### src/sctrl_params.svh
`ifndef SCTRL_PARAMS_SVH
`define SCTRL_PARAMS_SVH

// Bus and sample data width
`define SCTRL_DATA_W 32

// Byte address width
`define SCTRL_ADDR_W 32

// Transaction ID width
`define SCTRL_ID_W 8

// Burst length field, 1 to 16 beats
`define SCTRL_LEN_W 4

// Word index, byte address bits 10:2
`define SCTRL_IDX_W 9

// Capture buffer depth in words
`define SCTRL_DEPTH 64

// Control register word indices
`define SCTRL_REG_EN  9'h40
`define SCTRL_REG_CLR 9'h80

`endif
### src/sctrl_pkg.sv
`include "sctrl_params.svh"

package sctrl_pkg;

    // Word index, flat for register decode or split for buffer slot select
    typedef union packed {
        logic [`SCTRL_IDX_W-1:0] raw;
        struct packed {
            logic [`SCTRL_IDX_W-$clog2(`SCTRL_DEPTH)-1:0] region;
            logic [$clog2(`SCTRL_DEPTH)-1:0]              slot;
        } f;
    } sctrl_idx_u;

    // One outstanding transaction
    typedef enum logic [1:0] {
        IDLE,
        WDATA,
        BRESP,
        RDATA
    } sctrl_state_e;

    localparam logic [1:0] SCTRL_RESP_OKAY = 2'b00;

endpackage

### src/sctrl_top.sv
`timescale 1ns/1ps
`include "sctrl_params.svh"

module sctrl_top (
    input  logic                    clk,
    input  logic                    rst,
    // Write address
    input  logic [`SCTRL_ID_W-1:0]   awid_i,
    input  logic [`SCTRL_ADDR_W-1:0] awaddr_i,
    input  logic [`SCTRL_LEN_W-1:0]  awlen_i,
    input  logic [1:0]              awburst_i,
    input  logic                    awvalid_i,
    output logic                    awready_o,
    // Write data
    input  logic [`SCTRL_DATA_W-1:0] wdata_i,
    input  logic                    wlast_i,
    input  logic                    wvalid_i,
    output logic                    wready_o,
    // Write response
    output logic [`SCTRL_ID_W-1:0]   bid_o,
    output logic [1:0]              bresp_o,
    output logic                    bvalid_o,
    input  logic                    bready_i,
    // Read address
    input  logic [`SCTRL_ID_W-1:0]   arid_i,
    input  logic [`SCTRL_ADDR_W-1:0] araddr_i,
    input  logic [`SCTRL_LEN_W-1:0]  arlen_i,
    input  logic [1:0]              arburst_i,
    input  logic                    arvalid_i,
    output logic                    arready_o,
    // Read data
    output logic [`SCTRL_ID_W-1:0]   rid_o,
    output logic [`SCTRL_DATA_W-1:0] rdata_o,
    output logic [1:0]              rresp_o,
    output logic                    rlast_o,
    output logic                    rvalid_o,
    input  logic                    rready_i,
    // Sensor
    input  logic                    sensor_ready_i,
    input  logic [`SCTRL_DATA_W-1:0] sensor_out_i,
    output logic                    sensor_en_o,
    output logic                    sctrl_int_o
);
    import sctrl_pkg::*;

    logic                    cap_en;
    logic                    cap_clear;
    logic [`SCTRL_DATA_W-1:0] rd_word;
    sctrl_idx_u              rd_slot;

    sctrl_axi_slave slave0 (
        .clk         (clk),
        .rst         (rst),
        .awid_i      (awid_i),
        .awaddr_i    (awaddr_i),
        .awlen_i     (awlen_i),
        .awburst_i   (awburst_i),
        .awvalid_i   (awvalid_i),
        .awready_o   (awready_o),
        .wdata_i     (wdata_i),
        .wlast_i     (wlast_i),
        .wvalid_i    (wvalid_i),
        .wready_o    (wready_o),
        .bid_o       (bid_o),
        .bresp_o     (bresp_o),
        .bvalid_o    (bvalid_o),
        .bready_i    (bready_i),
        .arid_i      (arid_i),
        .araddr_i    (araddr_i),
        .arlen_i     (arlen_i),
        .arburst_i   (arburst_i),
        .arvalid_i   (arvalid_i),
        .arready_o   (arready_o),
        .rid_o       (rid_o),
        .rdata_o     (rdata_o),
        .rresp_o     (rresp_o),
        .rlast_o     (rlast_o),
        .rvalid_o    (rvalid_o),
        .rready_i    (rready_i),
        .rd_word_i   (rd_word),
        .cap_en_o    (cap_en),
        .cap_clear_o (cap_clear),
        .rd_slot_o   (rd_slot)
    );

    sctrl_buffer buf0 (
        .clk            (clk),
        .rst            (rst),
        .cap_en_i       (cap_en),
        .cap_clear_i    (cap_clear),
        .rd_slot_i      (rd_slot),
        .sensor_ready_i (sensor_ready_i),
        .sensor_out_i   (sensor_out_i),
        .rd_word_o      (rd_word),
        .sensor_en_o    (sensor_en_o),
        .sctrl_int_o    (sctrl_int_o)
    );

endmodule

### src/sctrl_buffer.sv
`timescale 1ns/1ps
`include "sctrl_params.svh"

module sctrl_buffer (
    input  logic                    clk,
    input  logic                    rst,
    input  logic                    cap_en_i,
    input  logic                    cap_clear_i,
    input  sctrl_pkg::sctrl_idx_u   rd_slot_i,
    input  logic                    sensor_ready_i,
    input  logic [`SCTRL_DATA_W-1:0] sensor_out_i,
    output logic [`SCTRL_DATA_W-1:0] rd_word_o,
    output logic                    sensor_en_o,
    output logic                    sctrl_int_o
);
    localparam int SLOT_W = $clog2(`SCTRL_DEPTH);

    logic [`SCTRL_DATA_W-1:0] mem [`SCTRL_DEPTH];

    // One extra bit so a full buffer is distinct from empty
    logic [SLOT_W:0] fill_q;
    logic            full;
    logic            store;

    assign full  = (fill_q == (SLOT_W+1)'(`SCTRL_DEPTH));
    assign store = sensor_en_o & sensor_ready_i;

    // Sensor runs only while enabled, not cleared and not full
    assign sensor_en_o = cap_en_i & ~cap_clear_i & ~full;

    // Level interrupt, dropped as soon as clear is set
    assign sctrl_int_o = full & ~cap_clear_i;

    always_ff @(posedge clk or negedge rst) begin
        if (!rst) begin
            fill_q <= '0;
        end else if (cap_clear_i) begin
            fill_q <= '0;
        end else if (store) begin
            fill_q <= fill_q + (SLOT_W+1)'(1);
        end
    end

    always_ff @(posedge clk) begin
        if (store) begin
            mem[fill_q[SLOT_W-1:0]] <= sensor_out_i;
        end
    end

    // Asynchronous read by slot field of the word index
    assign rd_word_o = mem[rd_slot_i.f.slot];

endmodule

### src/sctrl_axi_slave.sv
`timescale 1ns/1ps
`include "sctrl_params.svh"

module sctrl_axi_slave (
    input  logic                    clk,
    input  logic                    rst,
    // Write address
    input  logic [`SCTRL_ID_W-1:0]   awid_i,
    input  logic [`SCTRL_ADDR_W-1:0] awaddr_i,
    input  logic [`SCTRL_LEN_W-1:0]  awlen_i,
    input  logic [1:0]              awburst_i,
    input  logic                    awvalid_i,
    output logic                    awready_o,
    // Write data
    input  logic [`SCTRL_DATA_W-1:0] wdata_i,
    input  logic                    wlast_i,
    input  logic                    wvalid_i,
    output logic                    wready_o,
    // Write response
    output logic [`SCTRL_ID_W-1:0]   bid_o,
    output logic [1:0]              bresp_o,
    output logic                    bvalid_o,
    input  logic                    bready_i,
    // Read address
    input  logic [`SCTRL_ID_W-1:0]   arid_i,
    input  logic [`SCTRL_ADDR_W-1:0] araddr_i,
    input  logic [`SCTRL_LEN_W-1:0]  arlen_i,
    input  logic [1:0]              arburst_i,
    input  logic                    arvalid_i,
    output logic                    arready_o,
    // Read data
    output logic [`SCTRL_ID_W-1:0]   rid_o,
    output logic [`SCTRL_DATA_W-1:0] rdata_o,
    output logic [1:0]              rresp_o,
    output logic                    rlast_o,
    output logic                    rvalid_o,
    input  logic                    rready_i,
    // Capture buffer side
    input  logic [`SCTRL_DATA_W-1:0] rd_word_i,
    output logic                    cap_en_o,
    output logic                    cap_clear_o,
    output sctrl_pkg::sctrl_idx_u   rd_slot_o
);
    import sctrl_pkg::*;

    localparam logic [1:0] BURST_INCR = 2'b01;

    sctrl_state_e state;
    sctrl_state_e state_d;

    logic aw_hs;
    logic w_hs;
    logic b_hs;
    logic ar_hs;
    logic r_hs;
    logic accept;
    logic adv;
    logic step;

    logic [`SCTRL_ID_W-1:0]  id_q;
    logic [`SCTRL_LEN_W-1:0] len_q;
    logic [1:0]             burst_q;
    logic [1:0]             burst_d;
    logic [`SCTRL_LEN_W-1:0] beat_q;
    logic [`SCTRL_LEN_W-1:0] beat_base;
    logic [`SCTRL_LEN_W-1:0] beat_d;

    sctrl_idx_u aw_idx;
    sctrl_idx_u ar_idx;
    sctrl_idx_u idx_q;
    sctrl_idx_u idx_base;
    sctrl_idx_u idx_d;

    assign aw_hs = awvalid_i & awready_o;
    assign w_hs  = wvalid_i & wready_o;
    assign b_hs  = bvalid_o & bready_i;
    assign ar_hs = arvalid_i & arready_o;
    assign r_hs  = rvalid_o & rready_i;

    // New address accepted in IDLE or as the current response finishes
    always_comb begin
        case (state)
            IDLE:    accept = 1'b1;
            BRESP:   accept = bready_i;
            RDATA:   accept = rready_i & rlast_o;
            default: accept = 1'b0;
        endcase
    end

    // Write wins a tie
    assign awready_o = accept;
    assign arready_o = accept & ~awvalid_i;
    // First W may ride along with AW in IDLE
    assign wready_o  = (state == WDATA) | ((state == IDLE) & awvalid_i);

    always_comb begin
        state_d = state;
        if (aw_hs) begin
            state_d = (w_hs & wlast_i) ? BRESP : WDATA;
        end else if (ar_hs) begin
            state_d = RDATA;
        end else begin
            case (state)
                WDATA: begin
                    if (w_hs & wlast_i) begin
                        state_d = BRESP;
                    end
                end
                BRESP: begin
                    if (b_hs) begin
                        state_d = IDLE;
                    end
                end
                RDATA: begin
                    if (r_hs & rlast_o) begin
                        state_d = IDLE;
                    end
                end
                default: state_d = state;
            endcase
        end
    end

    always_ff @(posedge clk or negedge rst) begin
        if (!rst) begin
            state <= IDLE;
        end else begin
            state <= state_d;
        end
    end

    // Index and beat tracking
    always_comb begin
        aw_idx.raw = awaddr_i[`SCTRL_IDX_W+1:2];
        ar_idx.raw = araddr_i[`SCTRL_IDX_W+1:2];
        if (aw_hs) begin
            idx_base = aw_idx;
            burst_d  = awburst_i;
        end else if (ar_hs) begin
            idx_base = ar_idx;
            burst_d  = arburst_i;
        end else begin
            idx_base = idx_q;
            burst_d  = burst_q;
        end
        // Read beat advances unless this R ends the burst under a new address
        adv  = w_hs | (r_hs & ~aw_hs & ~ar_hs);
        // Non-INCR bursts keep the index fixed
        step = (burst_d == BURST_INCR);
        idx_d.raw = adv ? idx_base.raw + `SCTRL_IDX_W'(step) : idx_base.raw;
        beat_base = (aw_hs | ar_hs) ? '0 : beat_q;
        beat_d    = adv ? beat_base + `SCTRL_LEN_W'(1) : beat_base;
    end

    always_ff @(posedge clk or negedge rst) begin
        if (!rst) begin
            idx_q  <= '0;
            beat_q <= '0;
        end else begin
            idx_q  <= idx_d;
            beat_q <= beat_d;
        end
    end

    always_ff @(posedge clk) begin
        if (aw_hs) begin
            id_q    <= awid_i;
            len_q   <= awlen_i;
            burst_q <= awburst_i;
        end else if (ar_hs) begin
            id_q    <= arid_i;
            len_q   <= arlen_i;
            burst_q <= arburst_i;
        end
    end

    // Control registers, other indices are dropped
    always_ff @(posedge clk or negedge rst) begin
        if (!rst) begin
            cap_en_o    <= 1'b0;
            cap_clear_o <= 1'b0;
        end else if (w_hs) begin
            if (idx_base.raw == `SCTRL_REG_EN) begin
                cap_en_o <= wdata_i[0];
            end else if (idx_base.raw == `SCTRL_REG_CLR) begin
                cap_clear_o <= wdata_i[0];
            end
        end
    end

    assign bvalid_o  = (state == BRESP);
    assign rvalid_o  = (state == RDATA);
    assign rlast_o   = (state == RDATA) & (beat_q == len_q);
    assign bid_o     = id_q;
    assign rid_o     = id_q;
    assign bresp_o   = SCTRL_RESP_OKAY;
    assign rresp_o   = SCTRL_RESP_OKAY;
    assign rdata_o   = rd_word_i;
    assign rd_slot_o = idx_q;

endmodule

### config.mk
export PLATFORM = sky130hd
export DESIGN_NAME = sctrl_top
export DESIGN_NICKNAME = d
export VERILOG_FILES = /design/src/sctrl_pkg.sv /design/src/sctrl_top.sv /design/src/sctrl_buffer.sv /design/src/sctrl_axi_slave.sv
export VERILOG_INCLUDE_DIRS = /design/src
export SDC_FILE = /design/constraint.sdc
export NUM_CORES = 2
export LEC_CHECK = 0
export ABC_AREA = 1
export BUFFER_PORTS_ARGS = -buffer_cell sky130_fd_sc_hd__buf_2
export CAP_MARGIN = 15
export CORE_MARGIN = 2
export CORE_UTILIZATION = 50
export DETAILED_ROUTE_END_ITERATION = 8
export GPL_TIMING_DRIVEN = 0
export PLACE_DENSITY_LB_ADDON = 0.08
export SLEW_MARGIN = 20
export SYNTH_ARGS = -nofsm -noshare
export SYNTH_HDL_FRONTEND = slang
export SYNTH_SLANG_ARGS = --single-unit
### constraint.sdc
create_clock -name clk -period 4.3 [get_ports clk]
set_input_delay 0.215 -clock clk [delete_from_list [all_inputs] [get_ports clk]]
set_output_delay 0.215 -clock clk [all_outputs]
set_load 0.02 [all_outputs]
# == After elaboration in Yosys (flattened, before gate mapping) ==
# Memories as Yosys holds them, arrays and structs flattened.
# Cells that the tools add are included.
# word_totals
output_inout_bits,60
mem_count,1
ram_bits,2048
register_bits,38
in_bits,165
# memory_table
name,depth,width,read_ports,rd_clocked_by_memory_dff,write_ports,line_no,source
buf0.mem,64,32,1,0,1,sctrl_buffer.sv:18,logic [`SCTRL_DATA_W-1:0] mem [`SCTRL_DEPTH];
# op_classes
eq_ne,11
n_bitwise,26
add_sub_neg,3
n_reduce_logical,7
n_mux,23
# op_table
cell,count
two-way mux 9 bit,3
AND 1 bit,17
two-way mux 2 bit,8
two-way mux 4 bit,4
two-way mux 8 bit,2
two-way mux 7 bit,2
adder 9 x 1 -> 9 bit,1
== test 9 x 7 -> 1 bit (second input constant),1
== test 9 x 8 -> 1 bit (second input constant),1
inequality test 4 bit (second input constant),2
adder 7 x 1 -> 7 bit (second input constant),1
== test 7 bit (second input constant),1
inverter 1 bit,6
case mux 2 bit (3 select lines),1
nonzero test 5 bit,1
adder 4 x 1 -> 4 bit (second input constant),1
== test 2 x 1 -> 1 bit (second input constant),2
== test 2 bit (second input constant),2
== test 4 bit,1
inequality test 4 x 2 -> 1 bit (second input constant),1
AND reduction 4 bit,1
nonzero test 2 bit,2
bitwise OR 1 bit,3
case mux 1 bit (3 select lines),1
other kinds (4),5

# == Depth between registers and ports, before layout ==
# depth
word_depth,11
depth_mapped,22
ltp_nobuf,21

# == Hierarchy ==
# Synthesis repeated with hierarchy kept, for this count alone.
# unflattened
hier_cells,7098
hier_area_um2,84861.4
# by_module_without_submodules
mod,cells_each,instances,area_per_inst_um2,seq_area_each_um2
sctrl_buffer,6789,1,82536.7,61674.2
sctrl_axi_slave,309,1,2324.7,825.8

# == Worst setup path after synthesis ==
# Ideal clock, no wire load.
# synth_timing
path_kind,flip-flop to flip-flop
startpoint,reg buf0.fill_q[0]
endpoint,mem buf0.mem[31][0] (netlist name) (enable)
arrival_ns,4.166
required_time_ns,3.839
stages_incl_launch_ff,12
path_slack_ns,-0.327
path_cell_list,dfrtp_1 > clkinv_1 > ha_1 > nand4_1 > nand2_1 > nor2_1 > nand2_1 > nor3_1 > inv_1 > nor2_1 > inv_1 > nor3_1
# synth_between
elab_chain_cells,6
# synth_lines
item,line_no,source
from (decl),sctrl_buffer.sv:21,logic [SLOT_W:0] fill_q;
from (signal assigned),sctrl_buffer.sv:40,fill_q <= fill_q + (SLOT_W+1)'(1);
== test 7 bit,sctrl_buffer.sv:25,assign full = (fill_q == (SLOT_W+1)'(`SCTRL_DEPTH));
inverter 1 bit,sctrl_buffer.sv:29,assign sensor_en_o = cap_en_i & ~cap_clear_i & ~full;
AND 1 bit,sctrl_buffer.sv:29,
net sensor_en_o,sctrl_top.sv:41,"output logic sensor_en_o,"
AND 1 bit,sctrl_buffer.sv:26,assign store = sensor_en_o & sensor_ready_i;
two-way mux 1 bit,sctrl_buffer.sv:45,if (store) begin
two-way mux 1 bit (not written as such),sctrl_buffer.sv:46,mem[fill_q[SLOT_W-1:0]] <= sensor_out_i;
to (decl),sctrl_buffer.sv:18,
# The timed path passes the listed nets, and every way through them passes these cells.

# == Worst setup path after layout ==
# layout_timing
startpoint,reg slave0.idx_q (netlist bit slave0.rd_slot_o[0])
endpoint,out rdata_o[26]
# layout_between
elab_chain_cells,1
# layout_lines
item,line_no,source
from (decl),sctrl_axi_slave.sv:70,sctrl_idx_u idx_q;
from (signal assigned),sctrl_axi_slave.sv:160,idx_q <= idx_d;
memory read (64 x 32 bit),-,
to (decl),sctrl_top.sv:33,"output logic [`SCTRL_DATA_W-1:0] rdata_o,"
# No other way between the ends.

==> flow_metrics.env <==
export IMPL_ys_types=40
export IMPL_die_area_sq_mm=0.1678
export IMPL_crit_type="flip-flop to output port"
export IMPL_clockBufferDepth=3
export IMPL_yosysTopAreaCellShare_pct=75.20
export IMPL_max_slew_worst_pin_slew_ps=1086
export IMPL_worstSetupStartpointType="flip-flop"
export IMPL_pre_cts_ws_ps=-978.3
export IMPL_drc=0
export IMPL_critPathSlowestCell="dfrtp_1"
export IMPL_synthFlopType="edfxtp_1"
export IMPL_place_inst=8760
export IMPL_power_density_mw_per_mm2=702.9
export IMPL_p_leak_nw=33.08
export IMPL_clock_sinks=2086
export IMPL_ys_seq_elements=2086
export IMPL_synth_edf_count=2060
export IMPL_track_usage_pct=40.34
export IMPL_syn_inst=6279
export IMPL_cts_buffers=212
export IMPL_vias=61370
export IMPL_worstPathCellList="buf_12, inv_2, buf_8, buf_6, clkbuf_4, nor2_1, o22ai_1, o21ai_0, o32ai_1, nor2_1, o22ai_2, buf_2"
export IMPL_clk_latency_ps=890
export IMPL_die_h_um=409.6
export IMPL_synthTopCellsByCount="2060 x edfxtp_1, 1472 x nor2_1, 1227 x o21ai_0"
export IMPL_stdcell_count=9290
export IMPL_grt_pass1_vias=56250
export IMPL_violations="setup timing"
export IMPL_cp_required_ps=4090
export IMPL_yosys_warnings=0
export IMPL_setup_viol=24
export IMPL_gp_congestion=1.046
export IMPL_yosysMostFrequentCell="edfxtp_1"
export IMPL_grt_pass1_wl_mm=461.3
export IMPL_grt_max_degree=65
export IMPL_fin_skew_ps=40.77
export IMPL_fp_row_count=148
export IMPL_cts_tree="built"
export IMPL_path_clk_slew_ps=60
export IMPL_slew_headroom_pct=27.38
export IMPL_utilization_pct=61.31
export IMPL_nFillCells=12640
export IMPL_worstHoldPathType="primary input to flip-flop"
export IMPL_critical_path_top_delay_family="buffers and inverters"
export IMPL_dr_pass1_iters=6
export IMPL_total_power_w=0.07031
export IMPL_floorplan_initialDensity_pct=50.42
export IMPL_die_w_um=409.6
export IMPL_finalWorstSetupSlack_ps=-178.2
export IMPL_antenna_found_initial=18
export IMPL_syn_area_sq_mm=0.08226
export IMPL_overflow=0
export IMPL_synth_seq_area_share_pct=75.97
export IMPL_crit_arrival_ps=4260
export IMPL_hpwlAfterDp_mm=241.8
export IMPL_pin_count=225
export IMPL_maxSlewViolCount=0
export IMPL_slowest_delay_ps=390
export IMPL_wirelength_mm=343.8
export IMPL_area_growth_pct=21.59
export IMPL_ant_nets=0
export IMPL_finalCritPeriodShare_pct=104.1
export IMPL_synth_async_sr_flop_share_pct=1.151
export IMPL_worstSetupEndpointType="output port"
export IMPL_wl_per_cell_um=37.00
export IMPL_avgViaCountPerCell=6.606
export IMPL_avgSynthCellArea_sq_um=13.10
export IMPL_hold_viol=0
export IMPL_drt_initial_drc_count=11330
export IMPL_cp_buffers_inverters=6
export IMPL_cts_max_level=4
export IMPL_netlist_top_cells_area="edfxtp_1 75%, o21ai_0 7.5%, nor2_1 6.7%, o22ai_1 4.9%, clkbuf_1 1.5%"
export IMPL_finalCriticalPeriod_ps=4478
export IMPL_drive_gt1_share_pct=17.48
export IMPL_path_common_cell="nor2_1"
export IMPL_status="finished with violations"
export IMPL_vdd_drop_max_uv=589.9
export IMPL_worst_path_max_fanout=10
export IMPL_max_freq_mhz=223.3
export IMPL_drv_cap=0
export IMPL_nets=7102
export IMPL_port_buffers=142
export IMPL_core_sq_mm=0.1631
export IMPL_clockRootBuffer="clkbuf_16"
export IMPL_synth_area_leader_cell="edfxtp_1"
cell type report:
| type | instances | area (sq um) | area share (%) |
|---|---|---|---|
| flip-flops and latches | 2086 | 62500 | 62.48 |
| multi-input cells | 3675 | 19320 | 19.32 |
| repair buffers | 436 | 5861 | 5.859 |
| clock buffers | 258 | 5605 | 5.604 |
| well taps | 2175 | 2721 | 2.721 |
| plain buffers | 461 | 2654 | 2.653 |
| clock inverters | 136 | 1121 | 1.121 |
| inverters | 60 | 235.2 | 0.2352 |
| diodes | 3 | 7.507 | 0.007505 |
worst register-to-register path, stage by stage, from the launching register on:
cell,delay (ps)
dfrtp_1,430
clkinv_1,260
ha_1,290
nand4_1,160
nand2_1,70
nor2_1,140
nand2_1,210
clkinv_1,210
nand4_1,800
nor2_4,1010
buf_12,300
layer usage:
metal	vias to the layer above	GRT usage [%]	part of all wire (%)
met5	-	0	0.030
met4	14	20.72	6.3
met3	923	13.75	15
met2	5107	58.18	43
met1	30510	54.38	36
li1	24820	-	-
what timing repair did:
action	4_1_cts	5_1_grt
pin swaps	36	30
hold buffers	105	0
endpoints found under the hold margin	1124	0
setup buffers	1	27
resized for setup	467	165
endpoints found under the setup margin	49	337
cell families after synthesis:
| kind of cell | after synthesis | synth area share, % |
|---|---|---|
| compound gates | 2006 | 13.37 |
| other cells | 1 | 0.004559 |
| simple gates | 1651 | 7.831 |
| xor+xnor | 9 | 0.09583 |
| flops | 2086 | 75.97 |
| buf+inv | 521 | 2.651 |
| fa+ha+maj | 5 | 0.07605 |
through the flow:
step	cell area, sq um	setup TNS [ps]	hold slack [ps]
floorplan	82280	0	-80.59
global placement	85710	-4175740	278.8
detailed placement	90070	-18050	284.5
CTS	99450	-35.95	15.80
global route	100000	-14.78	69.39
finish	100000	-1545	61.18
layout by cell type (no fill, tap or decap), drive strengths merged, types with 2 or more instances in the layout:
master	instances
conb	4
diode	3
o21ai	1321
nor3	7
ha	5
nor2	1482
nand4	13
inv	62
dlygate4sd3	104
clkinvlp	5
o32ai	32
nand3	29
clkinv	112
buf	470
dfrtp	24
a21oi	9
nand2	117
clkbuf	580
dfxtp	2
o22ai	639
bufinv	17
xor2	9
o221ai	2
edfxtp	2060
where the power goes:
| group | switching (W) | total (W) | internal (W) |
|---|---|---|---|
| clock network | 0.00804 | 0.0183 | 0.0102 |
| registers | 0.000150 | 0.0227 | 0.0225 |
| logic | 0.0218 | 0.0293 | 0.00751 |
| total | 0.0300 | 0.0703 | 0.0403 |
final timing paths:
path	from	endpoint	slack, ps	cells after the start
setup / recovery	slave0.rd_slot_o[0]	rdata_o[26]	-180	12
hold / removal	awvalid_i	slave0.beat_q[2]	60	5
setup reg to reg	buf0.fill_q[0]	buf0.mem[60][25]	70	10
hold reg to reg	slave0.beat_q[3]	slave0.beat_q[3]	580	2
max in group asynchronous	rst	slave0.rd_slot_o[2]	3710	4
min in group asynchronous	rst	buf0.fill_q[0]	390	4
registers in the layout, indices dropped and copies added, names as in the netlist:
signal              flops
buf0.mem             2048
slave0.state            2
slave0.bid_o            8
slave0.burst_q          2
buf0.fill_q             7
slave0.len_q            4
slave0.beat_q           4
slave0.rd_slot_o        9
slave0.cap_clear_o      1
slave0.cap_en_o         1
Power figures use the tool's default switching activity.
